==> src/cpu_settings.svh <==
`ifndef CPU_SETTINGS_SVH
`define CPU_SETTINGS_SVH

// Datapath and address widths
`define WORD_W 32       // Data and address word
`define REG_AW 5        // Register number

// First fetch address after reset
`define RESET_PC 32'h1000

// Data memory holds 2**DMEM_AW words
`define DMEM_AW 6

`endif
==> src/cpuPkg.sv <==
`include "cpu_settings.svh"

package cpuPkg;

    typedef logic [`WORD_W-1:0] word_t;        // Data or address word
    typedef logic [`REG_AW-1:0] regAddr_t;     // Register number
    typedef logic [15:0]        imm16_t;       // I-type immediate field
    typedef logic [25:0]        jTarget_t;     // J-type target field

    // Primary opcodes of the retained subset
    typedef enum logic [5:0] {
        opR    = 6'b000000,
        opJ    = 6'b000010,
        opBeq  = 6'b000100,
        opBne  = 6'b000101,
        opAddi = 6'b001000,
        opLw   = 6'b100011,
        opSw   = 6'b101011
    } opcode_t;

    // R-type funct codes
    typedef enum logic [5:0] {
        fnAdd = 6'b100000,
        fnSub = 6'b100010,
        fnAnd = 6'b100100,
        fnOr  = 6'b100101,
        fnSlt = 6'b101010
    } funct_t;

    // ALU control, classic MIPS encoding
    typedef enum logic [2:0] {
        aluAnd = 3'b000,
        aluOr  = 3'b001,
        aluAdd = 3'b010,
        aluSub = 3'b110,
        aluSlt = 3'b111
    } aluOp_t;

    typedef struct packed {
        logic   aluSrc;     // Immediate as operand B
        logic   memWrite;   // Store to data memory
        logic   memToReg;   // Load data goes to register
        logic   regWrite;   // Register commit
        logic   beq;
        logic   bne;
        logic   jump;
        aluOp_t aluOp;
    } ctrl_t;

    typedef struct packed {
        ctrl_t    ctrl;
        regAddr_t dest;     // rd or rt
        word_t    immExt;   // Sign-extended immediate
        jTarget_t jTarget;
    } decoded_t;

    typedef struct packed {
        logic     valid;
        regAddr_t addr;
        word_t    data;
    } regWrite_t;

    typedef struct packed {
        logic  valid;
        word_t addr;        // Byte address from the ALU
        word_t data;
    } store_t;

endpackage

==> src/execUnit.sv <==
`include "cpu_settings.svh"

module execUnit import cpuPkg::*; (
    input  word_t    rsData,
    input  word_t    rtData,
    input  decoded_t decoded,
    input  word_t    pcPlus4,
    output word_t    aluResult,
    output logic     branchTaken,
    output word_t    branchTarget
);

    word_t opB;
    logic  operandsEqual;
    word_t branchOffset;
    word_t jumpAddr;
    logic  condTaken;

    assign opB = decoded.ctrl.aluSrc ? decoded.immExt : rtData;   // I-type uses imm

    // Plain-operator ALU
    always_comb begin
        case (decoded.ctrl.aluOp)
            aluAnd:  aluResult = rsData & opB;
            aluOr:   aluResult = rsData | opB;
            aluAdd:  aluResult = rsData + opB;
            aluSub:  aluResult = rsData - opB;
            aluSlt:  aluResult = word_t'($signed(rsData) < $signed(opB));   // Signed compare
            default: aluResult = '0;
        endcase
    end

    // Branch decision straight from the register values
    assign operandsEqual = (rsData == rtData);
    assign condTaken     = (decoded.ctrl.beq && operandsEqual)
                        || (decoded.ctrl.bne && !operandsEqual);

    assign branchOffset = {decoded.immExt[`WORD_W-3:0], 2'b00};    // Word offset to bytes
    assign jumpAddr     = {pcPlus4[`WORD_W-1:`WORD_W-4], decoded.jTarget, 2'b00};

    // Jump target only matters when jump is set
    assign branchTarget = decoded.ctrl.jump ? jumpAddr : pcPlus4 + branchOffset;
    assign branchTaken  = decoded.ctrl.jump || condTaken;

endmodule

==> config.mk <==
export PLATFORM = sky130hd
export DESIGN_NAME = execUnit
export DESIGN_NICKNAME = d
export VERILOG_FILES = /design/src/cpuPkg.sv /design/src/execUnit.sv
export VERILOG_INCLUDE_DIRS = /design/src
export SDC_FILE = /design/constraint.sdc
export NUM_CORES = 1
export LEC_CHECK = 0
export ABC_AREA = 1
export BUFFER_PORTS_ARGS = -buffer_cell sky130_fd_sc_hd__buf_2
export CAP_MARGIN = 0
export CORE_UTILIZATION = 61
export DETAILED_ROUTE_END_ITERATION = 10
export PLACE_DENSITY = 0.9
export SLEW_MARGIN = 0
export SYNTH_ARGS = -nofsm -noshare
export SYNTH_HDL_FRONTEND = slang
export SYNTH_SLANG_ARGS = --single-unit
==> constraint.sdc <==
create_clock -name vclk -period 9
set_input_delay 1.35 -clock vclk [all_inputs]
set_output_delay 1.35 -clock vclk [all_outputs]
set_load 0.05 [all_outputs]
==> results of run 1 <==
[power by group]
part           switching (mW)    total (mW)  internal, mW  leakage (nW)
sequential                  0             0             0             0
combinational           0.612         0.860         0.248          6.83
clock                       0  0.0000000297  0.0000000297     0.0000127
total                   0.612         0.860         0.248          6.83
[cell usage after synthesis]
| cell type | number | area, um^2 |
|---|---|---|
| a21boi_0 | 1 | 7.51 |
| a21o_1 | 1 | 7.51 |
| a21oi_1 | 86 | 430 |
| a31oi_1 | 6 | 37.5 |
| a32oi_1 | 1 | 8.76 |
| and2_1 | 7 | 43.8 |
| and3_1 | 2 | 12.5 |
| buf_1 | 1 | 3.75 |
| buf_2 | 11 | 55.1 |
| buf_4 | 2 | 15.0 |
| clkbuf_1 | 23 | 86.3 |
| clkbuf_2 | 1 | 5.00 |
| fa_1 | 3 | 60.1 |
| ha_1 | 131 | 1640 |
| inv_1 | 413 | 1550 |
| inv_2 | 3 | 11.3 |
| nand2_1 | 675 | 2530 |
| nand3_1 | 171 | 856 |
| nand3_2 | 1 | 10.0 |
| nand3b_1 | 11 | 82.6 |
| nand4_1 | 29 | 181 |
| nor2_1 | 141 | 529 |
| nor2_2 | 7 | 43.8 |
| nor3_1 | 23 | 115 |
| nor3_2 | 2 | 20.0 |
| nor3b_1 | 1 | 7.51 |
| o2111ai_1 | 6 | 52.6 |
| o211ai_1 | 2 | 15.0 |
| o21a_1 | 2 | 15.0 |
| o21ai_0 | 95 | 475 |
| o21ai_1 | 1 | 5.00 |
| o21ai_2 | 2 | 17.5 |
| o21bai_1 | 8 | 60.1 |
| o22ai_1 | 21 | 131 |
| o31ai_1 | 1 | 7.51 |
| or2_2 | 19 | 119 |
| xnor2_1 | 15 | 131 |
| xor2_1 | 13 | 114 |
[critical path: stages]
cell	delay [ns]
buf_2	0.68
o21ai_0	0.51
ha_1	0.52
nor2_1	0.31
nand2_1	0.14
o21ai_1	0.35
nand2_1	0.12
nand2_1	0.11
nand2_1	0.08
nand3_1	0.08
nand3_1	0.16
nand2_1	0.12
buf_2	0.26
[worst max-delay path by stage]
stage                      startpoint             to  slack, ns  depth (start not counted)
after floorplan           decoded[72]   aluResult[3]       3.67                         10
after global placement    decoded[72]   aluResult[0]       3.09                         13
after detailed placement  decoded[72]   aluResult[0]       3.03                         13
after CTS                 decoded[72]   aluResult[0]       3.04                         13
after global routing      decoded[72]  aluResult[20]       2.65                         18
final                     decoded[72]   aluResult[0]       2.85                         13
[per-stage QoR]
step | setup slack [ns] | hold slack (ns)
after global placement | 3.09 | 3.06
final | 2.85 | 3.06
after global routing | 2.65 | 3.08
after detailed placement | 3.03 | 3.06
after floorplan | 3.67 | 2.91
after CTS | 3.04 | 3.06
[per-layer routing]
metal / GRT usage (%) / share of wire (%) / vias up
met5: 0 / 0 / -
met4: 24.6 / 6.5 / 0
met3: 5.19 / 11 / 154
met2: 75.5 / 45 / 842
met1: 52.4 / 38 / 5734
li1: - / - / 6421
[cell families after synthesis]
family | synth area share (%)
buffers and inverters | 18.2
adder cells (fa/ha/maj) | 17.9
AND/OR/NAND/NOR | 48.0
AO/OA/AOI/OAI | 13.4
XOR/XNOR | 2.58
[layout make-up]
type / instances / area, um^2 / share of cell area [%]
diodes: 2 / 5.00 / 0.0467
inverters: 416 / 1560 / 14.6
multi-input cells: 1484 / 7770 / 72.4
well taps: 188 / 235 / 2.19
repair buffers: 229 / 1150 / 10.8
==> impl_results.html, run 1 <==
<table>
<tr><th>Metric</th><th>Value</th></tr>
<tr><th colspan="2">Cells and area</th></tr>
<tr><td>Clock buffers</td><td>0</td></tr>
<tr><td>Sequential cell area</td><td>0 um^2</td></tr>
<tr><td>Fraction of layout instances using a drive strength above 1</td><td>12.4%</td></tr>
<tr><td>Count of sequential standard cells</td><td>0</td></tr>
<tr><td>Finished Cell Area</td><td>10700 um^2</td></tr>
<tr><td>Most used cells in the layout excluding fill and tap cells</td><td>nand2_1, inv_1, buf_2</td></tr>
<tr><td>Most common cell after layout, fill and taps aside</td><td>nand2_1</td></tr>
<tr><td>Nets</td><td>2434</td></tr>
<tr><td>Layout overhead on the synthesized area</td><td>12.9%</td></tr>
<tr><td>Number of fillers in the final layout</td><td>1571</td></tr>
<tr><td>Finished Layout Cells</td><td>2319</td></tr>
<tr><td>Share of the core filled with cells</td><td>70.6%</td></tr>
<tr><th colspan="2">Global routing</th></tr>
<tr><td>Pin count of the biggest net entering global routing</td><td>65</td></tr>
<tr><td>First-pass GRT wire length</td><td>55800 um</td></tr>
<tr><td>Global route overflow</td><td>0</td></tr>
<tr><td>Vias in the first global route</td><td>11900</td></tr>
<tr><td>Combined global-route utilization of all metal layers</td><td>43.7%</td></tr>
<tr><td>Initial antenna violation count</td><td>2</td></tr>
<tr><th colspan="2">Die</th></tr>
<tr><td>Top-level port count</td><td>234</td></tr>
<tr><td>Die outline area</td><td>16100 um^2</td></tr>
<tr><td>Initial core utilization</td><td>62.5%</td></tr>
<tr><td>Horizontal die dimension</td><td>127 um</td></tr>
<tr><td>Core Footprint</td><td>15200 um^2</td></tr>
<tr><td>Vertical die dimension</td><td>127 um</td></tr>
<tr><td>Number of rows in the core area</td><td>45</td></tr>
<tr><th colspan="2">Route</th></tr>
<tr><td>Vias per inst</td><td>5.67</td></tr>
<tr><td>Routed via count</td><td>13200</td></tr>
<tr><td>Post-route DRC violation count</td><td>0</td></tr>
<tr><td>Detailed router's first-iteration violation count</td><td>1336</td></tr>
<tr><td>Detailed-route wire length</td><td>36400 um</td></tr>
<tr><td>Average wire per standard cell</td><td>15.7 um</td></tr>
<tr><td>Antenna Violating Nets Remaining</td><td>0</td></tr>
<tr><td>Drt first pass iters</td><td>6</td></tr>
<tr><th colspan="2">Placement</th></tr>
<tr><td>Count of input and output buffers</td><td>226</td></tr>
<tr><td>Placed Instances</td><td>2317</td></tr>
<tr><td>Placed wire-length estimate after detailed placement</td><td>31400 um</td></tr>
<tr><td>Final weighted congestion in routability-driven placement</td><td>1.08</td></tr>
<tr><td>Post-placement cell area</td><td>10700 um^2</td></tr>
<tr><th colspan="2">Yosys</th></tr>
<tr><td>Post-Syn Instances</td><td>1938</td></tr>
<tr><td>Number of distinct standard cells referenced by the synthesized netlist</td><td>38</td></tr>
<tr><td>Cell area after technology mapping</td><td>9500 um^2</td></tr>
<tr><td>Nets in the synthesized netlist</td><td>2241</td></tr>
<tr><td>Sequential-to-total area share from yosys stat</td><td>0%</td></tr>
<tr><td>Syn_area_per_cell</td><td>4.90 um^2</td></tr>
<tr><td>Count of synthesis-stage warnings from yosys</td><td>0</td></tr>
<tr><th colspan="2">Critical path</th></tr>
<tr><td>Critical path startpoint category</td><td>input pin</td></tr>
<tr><td>Endpoint class of the critical path</td><td>output pin</td></tr>
<tr><td>Peak fanout along the critical path</td><td>64</td></tr>
<tr><td>Critical path class</td><td>in -&gt; out</td></tr>
<tr><td>Worst EP required</td><td>7.65 ns</td></tr>
<tr><td>Worst path arrival time</td><td>4.80 ns</td></tr>
<tr><th colspan="2">Timing</th></tr>
<tr><td>Share of the cycle needed by the critical path after routing</td><td>68.3%</td></tr>
<tr><td>Final setup violation count</td><td>0</td></tr>
<tr><td>Sum of negative setup slack</td><td>0 ns</td></tr>
<tr><td>Maximum clock frequency</td><td>163 MHz</td></tr>
<tr><td>Slew at the pin with the worst max-slew slack</td><td>1.07 ns</td></tr>
<tr><td>Number of max-slew violations in the final report</td><td>0</td></tr>
<tr><td>RSZ-0062 raised after global routing</td><td>no</td></tr>
<tr><td>Number of hold-slack violations in the final timing report</td><td>0</td></tr>
<tr><td>Relative max-transition margin</td><td>28.6%</td></tr>
<tr><td>Final worst path period need</td><td>6.15 ns</td></tr>
<tr><th colspan="2">Job</th></tr>
<tr><td>Reported max-cap violation count</td><td>0</td></tr>
<tr><th colspan="2">Clock tree</th></tr>
<tr><td>CTS-repair resized insts</td><td>0</td></tr>
<tr><td>Buffers inserted during post-CTS setup optimization</td><td>0</td></tr>
<tr><td>Hold_buf cts</td><td>0</td></tr>
<tr><th colspan="2">Pwr</th></tr>
<tr><td>Peak supply drop</td><td>0.0743 mV</td></tr>
<tr><td>Static Leak</td><td>6.83 nW</td></tr>
<tr><td>Pwr/cell area</td><td>80.2 nW/um^2</td></tr>
<tr><td>Overall power after layout</td><td>0.860 mW</td></tr>
<tr><th colspan="2">Status</th></tr>
<tr><td>Result of the run</td><td>finished clean</td></tr>
<tr><th colspan="2">Min path</th></tr>
<tr><td>Hold wc startpoint</td><td>pcPlus4[0]</td></tr>
<tr><td>Worst hold path depth</td><td>4</td></tr>
<tr><td>Hold path endpoint</td><td>branchTarget[0]</td></tr>
<tr><td>Path class of the lowest-slack min-delay path</td><td>in -&gt; out</td></tr>
</table>
Note: power is estimated with default switching activity, not from simulation.
==> inputs of run 2 (changes only) <==
- CORE_UTILIZATION: 61 -> 52
- PLACE_DENSITY: 0.9 -> 0.81
- clock period: 9 -> 5.45 ns (I/O delays scaled with it)
==> impl_results.html, run 2 (synthesis gave the netlist of run 1 again) <==
<table>
<tr><th>Metric</th><th>Value</th></tr>
<tr><th colspan="2">Min path</th></tr>
<tr><td>Hold wc startpoint</td><td>pcPlus4[1] (was pcPlus4[0])</td></tr>
<tr><td>Path class of the lowest-slack min-delay path</td><td>in -&gt; out (unchanged)</td></tr>
<tr><th colspan="2">Route</th></tr>
<tr><td>Detailed-route wire length</td><td>36300 um (was 36400 um)</td></tr>
<tr><td>Post-route DRC violation count</td><td>0 (unchanged)</td></tr>
<tr><td>Average wire per standard cell</td><td>15.4 um (was 15.7 um)</td></tr>
<tr><td>Routed via count</td><td>13000 (was 13200)</td></tr>
<tr><td>Antenna Violating Nets Remaining</td><td>0 (unchanged)</td></tr>
<tr><td>Vias per inst</td><td>5.49 (was 5.67)</td></tr>
<tr><td>Drt first pass iters</td><td>6 (unchanged)</td></tr>
<tr><td>Detailed router's first-iteration violation count</td><td>1267 (was 1336)</td></tr>
<tr><th colspan="2">Timing</th></tr>
<tr><td>Slew at the pin with the worst max-slew slack</td><td>1.07 ns (about the same)</td></tr>
<tr><td>Final worst path period need</td><td>4.73 ns</td></tr>
<tr><td>Maximum clock frequency</td><td>211 MHz</td></tr>
<tr><td>Number of max-slew violations in the final report</td><td>0 (unchanged)</td></tr>
<tr><td>Share of the cycle needed by the critical path after routing</td><td>86.9%</td></tr>
<tr><td>RSZ-0062 raised after global routing</td><td>no (unchanged)</td></tr>
<tr><td>Number of hold-slack violations in the final timing report</td><td>0 (unchanged)</td></tr>
<tr><td>Sum of negative setup slack</td><td>0 ns (unchanged)</td></tr>
<tr><td>Worst setup slack after layout</td><td>0.716 ns (was 2.85 ns)</td></tr>
<tr><td>Relative max-transition margin</td><td>28.3% (was 28.6%)</td></tr>
<tr><td>Final setup violation count</td><td>0 (unchanged)</td></tr>
<tr><th colspan="2">Pwr</th></tr>
<tr><td>Clock power frac</td><td>0% (about the same)</td></tr>
<tr><td>Sequential power share</td><td>0% (about the same)</td></tr>
<tr><td>Pwr/cell area</td><td>131 nW/um^2 (was 80.2 nW/um^2)</td></tr>
<tr><td>Static Leak</td><td>6.84 nW (was 6.83 nW)</td></tr>
<tr><td>Sw Ratio</td><td>71.0% (was 71.1%)</td></tr>
<tr><td>Internal power</td><td>0.411 mW (was 0.248 mW)</td></tr>
<tr><td>Peak supply drop</td><td>0.117 mV (was 0.0743 mV)</td></tr>
<tr><td>Net Switching</td><td>1.00 mW (was 0.612 mW)</td></tr>
<tr><td>Part of the total power dissipated in combinational logic</td><td>100.0% (about the same)</td></tr>
<tr><th colspan="2">Critical path</th></tr>
<tr><td>Endpoint class of the critical path</td><td>output pin (unchanged)</td></tr>
<tr><td>Cell-by-cell listing of the critical path</td><td>buf_2, o21ai_0, inv_1, ha_1, inv_1, fa_1, nand2_1, nand2_1, nand2_1, o21ai_1, nand2_1, nand2_1, nand2_1, nand3_1, nand3_1, nand2_1, buf_2 (was buf_2, o21ai_0, ha_1, nor2_1, nand2_1, o21ai_1, nand2_1, nand2_1, nand2_1, nand3_1, nand3_1, nand2_1, buf_2)</td></tr>
<tr><td>Library cell appearing most often on the critical path</td><td>nand2_1 (unchanged)</td></tr>
<tr><td>Sum of buffers and inverters on the critical path</td><td>4 (was 2)</td></tr>
<tr><td>Critical path class</td><td>in -&gt; out (unchanged)</td></tr>
<tr><td>Critical path startpoint category</td><td>input pin (unchanged)</td></tr>
<tr><td>Peak fanout along the critical path</td><td>12 (was 64)</td></tr>
<tr><td>Worst path arrival time</td><td>3.92 ns (was 4.80 ns)</td></tr>
<tr><td>Origin of the worst setup path</td><td>decoded[72] (unchanged)</td></tr>
<tr><td>Worst EP required</td><td>4.63 ns (was 7.65 ns)</td></tr>
<tr><td>Delay of the slowest cell on the worst path</td><td>0.46 ns (was 0.68 ns)</td></tr>
<tr><td>Crit-path leading delay family</td><td>simple AND/OR/NAND/NOR gates (unchanged)</td></tr>
<tr><td>Crit-path slowest cell</td><td>o21ai_0 (was buf_2)</td></tr>
<tr><th colspan="2">Global routing</th></tr>
<tr><td>Pin count of the biggest net entering global routing</td><td>54 (was 65)</td></tr>
<tr><td>Combined global-route utilization of all metal layers</td><td>38.2% (was 43.7%)</td></tr>
<tr><td>Initial antenna violation count</td><td>1 (was 2)</td></tr>
<tr><td>Global route overflow</td><td>0 (unchanged)</td></tr>
<tr><td>Vias in the first global route</td><td>11700 (was 11900)</td></tr>
<tr><td>First-pass GRT wire length</td><td>55900 um (was 55800 um)</td></tr>
<tr><th colspan="2">Die</th></tr>
<tr><td>Die outline area</td><td>18800 um^2 (was 16100 um^2)</td></tr>
<tr><td>Top-level port count</td><td>234 (unchanged)</td></tr>
<tr><td>Horizontal die dimension</td><td>137 um (was 127 um)</td></tr>
<tr><td>Number of rows in the core area</td><td>49 (was 45)</td></tr>
<tr><td>Vertical die dimension</td><td>137 um (was 127 um)</td></tr>
<tr><td>Core Footprint</td><td>17900 um^2 (was 15200 um^2)</td></tr>
<tr><td>Initial core utilization</td><td>53.0% (was 62.5%)</td></tr>
<tr><th colspan="2">Placement</th></tr>
<tr><td>Count of input and output buffers</td><td>226 (unchanged)</td></tr>
<tr><td>Placed Instances</td><td>2360 (was 2317)</td></tr>
<tr><td>Final weighted congestion in routability-driven placement</td><td>1.03 (was 1.08)</td></tr>
<tr><td>Placed wire-length estimate after detailed placement</td><td>31600 um (was 31400 um)</td></tr>
<tr><td>Place WS</td><td>0.815 ns (was 3.03 ns)</td></tr>
<tr><th colspan="2">Cells and area</th></tr>
<tr><td>Antenna diodes</td><td>0 (was 2)</td></tr>
<tr><td>Fraction of layout instances using a drive strength above 1</td><td>12.4% (about the same)</td></tr>
<tr><td>Nets</td><td>2436 (was 2434)</td></tr>
<tr><td>Clock buffers</td><td>0 (unchanged)</td></tr>
<tr><td>Finished Layout Cells</td><td>2360 (was 2319)</td></tr>
<tr><td>Most used cells in the layout excluding fill and tap cells</td><td>nand2_1, inv_1, buf_2 (unchanged)</td></tr>
<tr><td>Count of sequential standard cells</td><td>0 (unchanged)</td></tr>
<tr><td>Layout overhead on the synthesized area</td><td>13.6% (was 12.9%)</td></tr>
<tr><td>Most common cell after layout, fill and taps aside</td><td>nand2_1 (unchanged)</td></tr>
<tr><td>Sequential cell area</td><td>0 um^2 (unchanged)</td></tr>
<tr><td>Number of fillers in the final layout</td><td>1926 (was 1571)</td></tr>
<tr><th colspan="2">Clock tree</th></tr>
<tr><td>Buffers inserted during post-CTS setup optimization</td><td>0 (unchanged)</td></tr>
<tr><td>CTS-repair resized insts</td><td>0 (unchanged)</td></tr>
<tr><td>Hold_buf cts</td><td>0 (unchanged)</td></tr>
<tr><th colspan="2">Job</th></tr>
<tr><td>Reported max-cap violation count</td><td>0 (unchanged)</td></tr>
<tr><th colspan="2">Status</th></tr>
<tr><td>Result of the run</td><td>finished clean (unchanged)</td></tr>
</table>
## run 2: cell count changes in the layout (fill, tap and decap cells not counted), sizes merged
cell | previous run | this run
buf | 229 | 231
diode | 2 | 0
## run 2: per-stage QoR
stage | power (mW) | hold WS, ns | area, um^2 | utilization (%)
CTS | 1.38 | 2.00 | 10800 | 60.3
finish | 1.42 | 1.99 | 10800 | 60.3
floorplan | 0.991 | 1.85 | 9500 | -
global placement | 1.35 | 1.99 | 10800 | 60.3
detailed placement | 1.38 | 1.99 | 10800 | 60.3
global route | 1.55 | 2.00 | 10800 | 60.3
## run 2: final timing paths
| kind | to | slack (ns) | cells after the start |
|---|---|---|---|
| setup / recovery | aluResult[0] | 0.72 | 17 |
| hold / removal | branchTarget[1] | 1.99 | 4 |
## run 2: power by group through the flow
stage	Clock [mW]	Sequential [mW]	Combinational, mW
6_report	0	0	1.42
5_1_grt	0	0	1.55
4_1_cts	0	0	1.38
3_5_place_dp	0	0	1.38
3_3_place_gp	0	0	1.35
2_1_floorplan	0	0	0.991
## run 2: final cells by class
type	instances	area (um^2)	share of cell area [%]
timing repair buffer	231	1170	10.8
inverter	416	1560	14.5
tap	229	287	2.66
multi-input combinational	1484	7770	72.0
## run 2: metal layers
metal	vias up	wire length [um]	track usage [%]
met4	0	1510	14.7
li1	6415	-	-
met3	93	3440	2.11
met1	5730	14500	47.9
met2	723	16900	67.8
met5	-	0	0
==> inputs of run 3 (changes only) <==
- CELL_PAD_IN_SITES_DETAIL_PLACEMENT: not set -> 2
- CELL_PAD_IN_SITES_GLOBAL_PLACEMENT: not set -> 2
- CORE_UTILIZATION: 52 -> 29
- PLACE_DENSITY: 0.81 -> not set
- PLACE_DENSITY_LB_ADDON: not set -> 0.1
- clock period: 5.45 -> 6.1 ns (I/O delays scaled with it)
==> impl_results.html, run 3 (synthesis gave the netlist of run 1 again) <==
<table>
<tr><th>Metric</th><th>Value</th></tr>
<tr><th colspan="2">Status</th></tr>
<tr><td>Result of the run</td><td>finished clean (unchanged)</td></tr>
<tr><th colspan="2">Critical path</th></tr>
<tr><td>Worst path arrival time</td><td>4.25 ns (was 3.92 ns)</td></tr>
<tr><td>Critical path startpoint category</td><td>input pin (unchanged)</td></tr>
<tr><td>Peak fanout along the critical path</td><td>26 (was 12)</td></tr>
<tr><td>Endpoint class of the critical path</td><td>output pin (unchanged)</td></tr>
<tr><td>Critical path class</td><td>in -&gt; out (unchanged)</td></tr>
<tr><td>Worst EP required</td><td>5.18 ns (was 4.63 ns)</td></tr>
<tr><th colspan="2">Die</th></tr>
<tr><td>Die outline area</td><td>33500 um^2 (was 18800 um^2)</td></tr>
<tr><td>Initial core utilization</td><td>29.8% (was 53.0%)</td></tr>
<tr><td>Core Footprint</td><td>31900 um^2 (was 17900 um^2)</td></tr>
<tr><td>Number of rows in the core area</td><td>65 (was 49)</td></tr>
<tr><td>Horizontal die dimension</td><td>183 um (was 137 um)</td></tr>
<tr><td>Top-level port count</td><td>234 (unchanged)</td></tr>
<tr><td>Vertical die dimension</td><td>183 um (was 137 um)</td></tr>
<tr><th colspan="2">Clock tree</th></tr>
<tr><td>Buffers inserted during post-CTS setup optimization</td><td>0 (unchanged)</td></tr>
<tr><td>CTS-repair resized insts</td><td>0 (unchanged)</td></tr>
<tr><td>Hold_buf cts</td><td>0 (unchanged)</td></tr>
<tr><th colspan="2">Placement</th></tr>
<tr><td>Placed wire-length estimate after detailed placement</td><td>45200 um (was 31600 um)</td></tr>
<tr><td>Count of input and output buffers</td><td>226 (unchanged)</td></tr>
<tr><td>Post-placement cell area</td><td>11100 um^2 (was 10800 um^2)</td></tr>
<tr><td>Final weighted congestion in routability-driven placement</td><td>0.929 (was 1.03)</td></tr>
<tr><th colspan="2">Global routing</th></tr>
<tr><td>Initial antenna violation count</td><td>16 (was 1)</td></tr>
<tr><td>First-pass GRT wire length</td><td>75700 um (was 55900 um)</td></tr>
<tr><td>Global route overflow</td><td>0 (unchanged)</td></tr>
<tr><td>Combined global-route utilization of all metal layers</td><td>29.2% (was 38.2%)</td></tr>
<tr><td>Pin count of the biggest net entering global routing</td><td>43 (was 54)</td></tr>
<tr><td>Vias in the first global route</td><td>14100 (was 11700)</td></tr>
<tr><th colspan="2">Cells and area</th></tr>
<tr><td>Most common cell after layout, fill and taps aside</td><td>nand2_1 (unchanged)</td></tr>
<tr><td>Finished Cell Area</td><td>11100 um^2 (was 10800 um^2)</td></tr>
<tr><td>Count of sequential standard cells</td><td>0 (unchanged)</td></tr>
<tr><td>Layout overhead on the synthesized area</td><td>16.8% (was 13.6%)</td></tr>
<tr><td>Most used cells in the layout excluding fill and tap cells</td><td>nand2_1, inv_1, buf_2 (unchanged)</td></tr>
<tr><td>Nets</td><td>2439 (was 2436)</td></tr>
<tr><td>Fraction of layout instances using a drive strength above 1</td><td>12.6% (was 12.4%)</td></tr>
<tr><td>Clock buffers</td><td>0 (unchanged)</td></tr>
<tr><td>Sequential cell area</td><td>0 um^2 (unchanged)</td></tr>
<tr><td>Share of the core filled with cells</td><td>34.8% (was 60.3%)</td></tr>
<tr><td>Number of fillers in the final layout</td><td>4513 (was 1926)</td></tr>
<tr><th colspan="2">Route</th></tr>
<tr><td>Drt first pass iters</td><td>5 (was 6)</td></tr>
<tr><td>Average wire per standard cell</td><td>19.3 um (was 15.4 um)</td></tr>
<tr><td>Post-route DRC violation count</td><td>0 (unchanged)</td></tr>
<tr><td>Antenna Violating Nets Remaining</td><td>0 (unchanged)</td></tr>
<tr><td>Routed via count</td><td>13100 (was 13000)</td></tr>
<tr><td>Detailed router's first-iteration violation count</td><td>502 (was 1267)</td></tr>
<tr><td>Detailed-route wire length</td><td>49800 um (was 36300 um)</td></tr>
<tr><td>Vias per inst</td><td>5.07 (was 5.49)</td></tr>
<tr><th colspan="2">Job</th></tr>
<tr><td>Reported max-cap violation count</td><td>0 (unchanged)</td></tr>
<tr><th colspan="2">Timing</th></tr>
<tr><td>Slew at the pin with the worst max-slew slack</td><td>0.937 ns (was 1.07 ns)</td></tr>
<tr><td>Final setup violation count</td><td>0 (unchanged)</td></tr>
<tr><td>Maximum clock frequency</td><td>193 MHz</td></tr>
<tr><td>RSZ-0062 raised after global routing</td><td>no (unchanged)</td></tr>
<tr><td>Relative max-transition margin</td><td>37.4% (was 28.3%)</td></tr>
<tr><td>Share of the cycle needed by the critical path after routing</td><td>84.7%</td></tr>
<tr><td>Number of hold-slack violations in the final timing report</td><td>0 (unchanged)</td></tr>
<tr><td>Sum of negative setup slack</td><td>0 ns (unchanged)</td></tr>
<tr><td>Number of max-slew violations in the final report</td><td>0 (unchanged)</td></tr>
<tr><td>Final worst path period need</td><td>5.17 ns</td></tr>
<tr><th colspan="2">Pwr</th></tr>
<tr><td>Pwr/cell area</td><td>121 nW/um^2 (was 131 nW/um^2)</td></tr>
<tr><td>Static Leak</td><td>6.85 nW (was 6.84 nW)</td></tr>
<tr><td>Peak supply drop</td><td>0.0615 mV (was 0.117 mV)</td></tr>
<tr><th colspan="2">Min path</th></tr>
<tr><td>Path class of the lowest-slack min-delay path</td><td>in -&gt; out (unchanged)</td></tr>
</table>
[run 3: cell types whose count changed in the layout (fill, tap and decap cells not counted)]
| cell | change |
|---|---|
| diode_2 | +9 |
| buf_4 | +3 |
[run 3: final timing paths]
check | from | cells past startpoint | slack (ns) | endpoint
hold / removal | pcPlus4[1] | 4 | 2.21 | branchTarget[1]
setup / recovery | decoded[72] | 17 | 0.93 | aluResult[20]
[run 3: metrics by stage]
step                      instances  power (mW)  hold slack [ns]  setup WS, ns
after CTS                      2569        1.34             2.21         0.999
after detailed placement       2569        1.33             2.21          1.01
final                          2578        1.34             2.21         0.931
after floorplan                1938       0.886             2.04          1.64
after global routing           2571        1.47             2.23         0.693
after global placement         2569        1.28             2.19          1.10
[run 3: critical path: stages]
cell and delay [ns]:
buf_2 0.22, o21ai_0 0.58, inv_1 0.16, ha_1 0.29, fa_1 0.50, nand2_1 0.12
nand3_1 0.13, nand3_1 0.13, nand2_1 0.17, nand2_1 0.14, nand2_1 0.13, nand2_1 0.12
nand2_1 0.06, nand2_1 0.05, nand3_1 0.07, nand3b_1 0.17, buf_2 0.29
[run 3: layer usage]
| metal | part of all wire (%) | global-route usage [%] | vias to the layer above | routed length, um |
|---|---|---|---|---|
| li1 | - | - | 6419 | - |
| met1 | 45 | 36.5 | 6339 | 22300 |
| met2 | 49 | 54.1 | 250 | 24500 |
| met3 | 3.9 | 2.80 | 57 | 1930 |
| met4 | 2.0 | 5.57 | 12 | 1010 |
| met5 | 0.16 | 0 | - | 80 |
[run 3: report_power, final]
part / switching, mW / internal (mW) / leakage, nW
registers: 0 / 0 / 0
logic: 0.969 / 0.371 / 6.85
clock network: 0 / 0.000000197 / 0.0000570
total: 0.969 / 0.371 / 6.85
[run 3: cell type report]
cell class | instances | area [um^2] | area share [%]
multi-input cells | 1484 | 7770 | 70.1
inverters | 416 | 1560 | 14.1
repair buffers | 234 | 1190 | 10.7
diodes | 9 | 22.5 | 0.203
well taps | 435 | 544 | 4.91
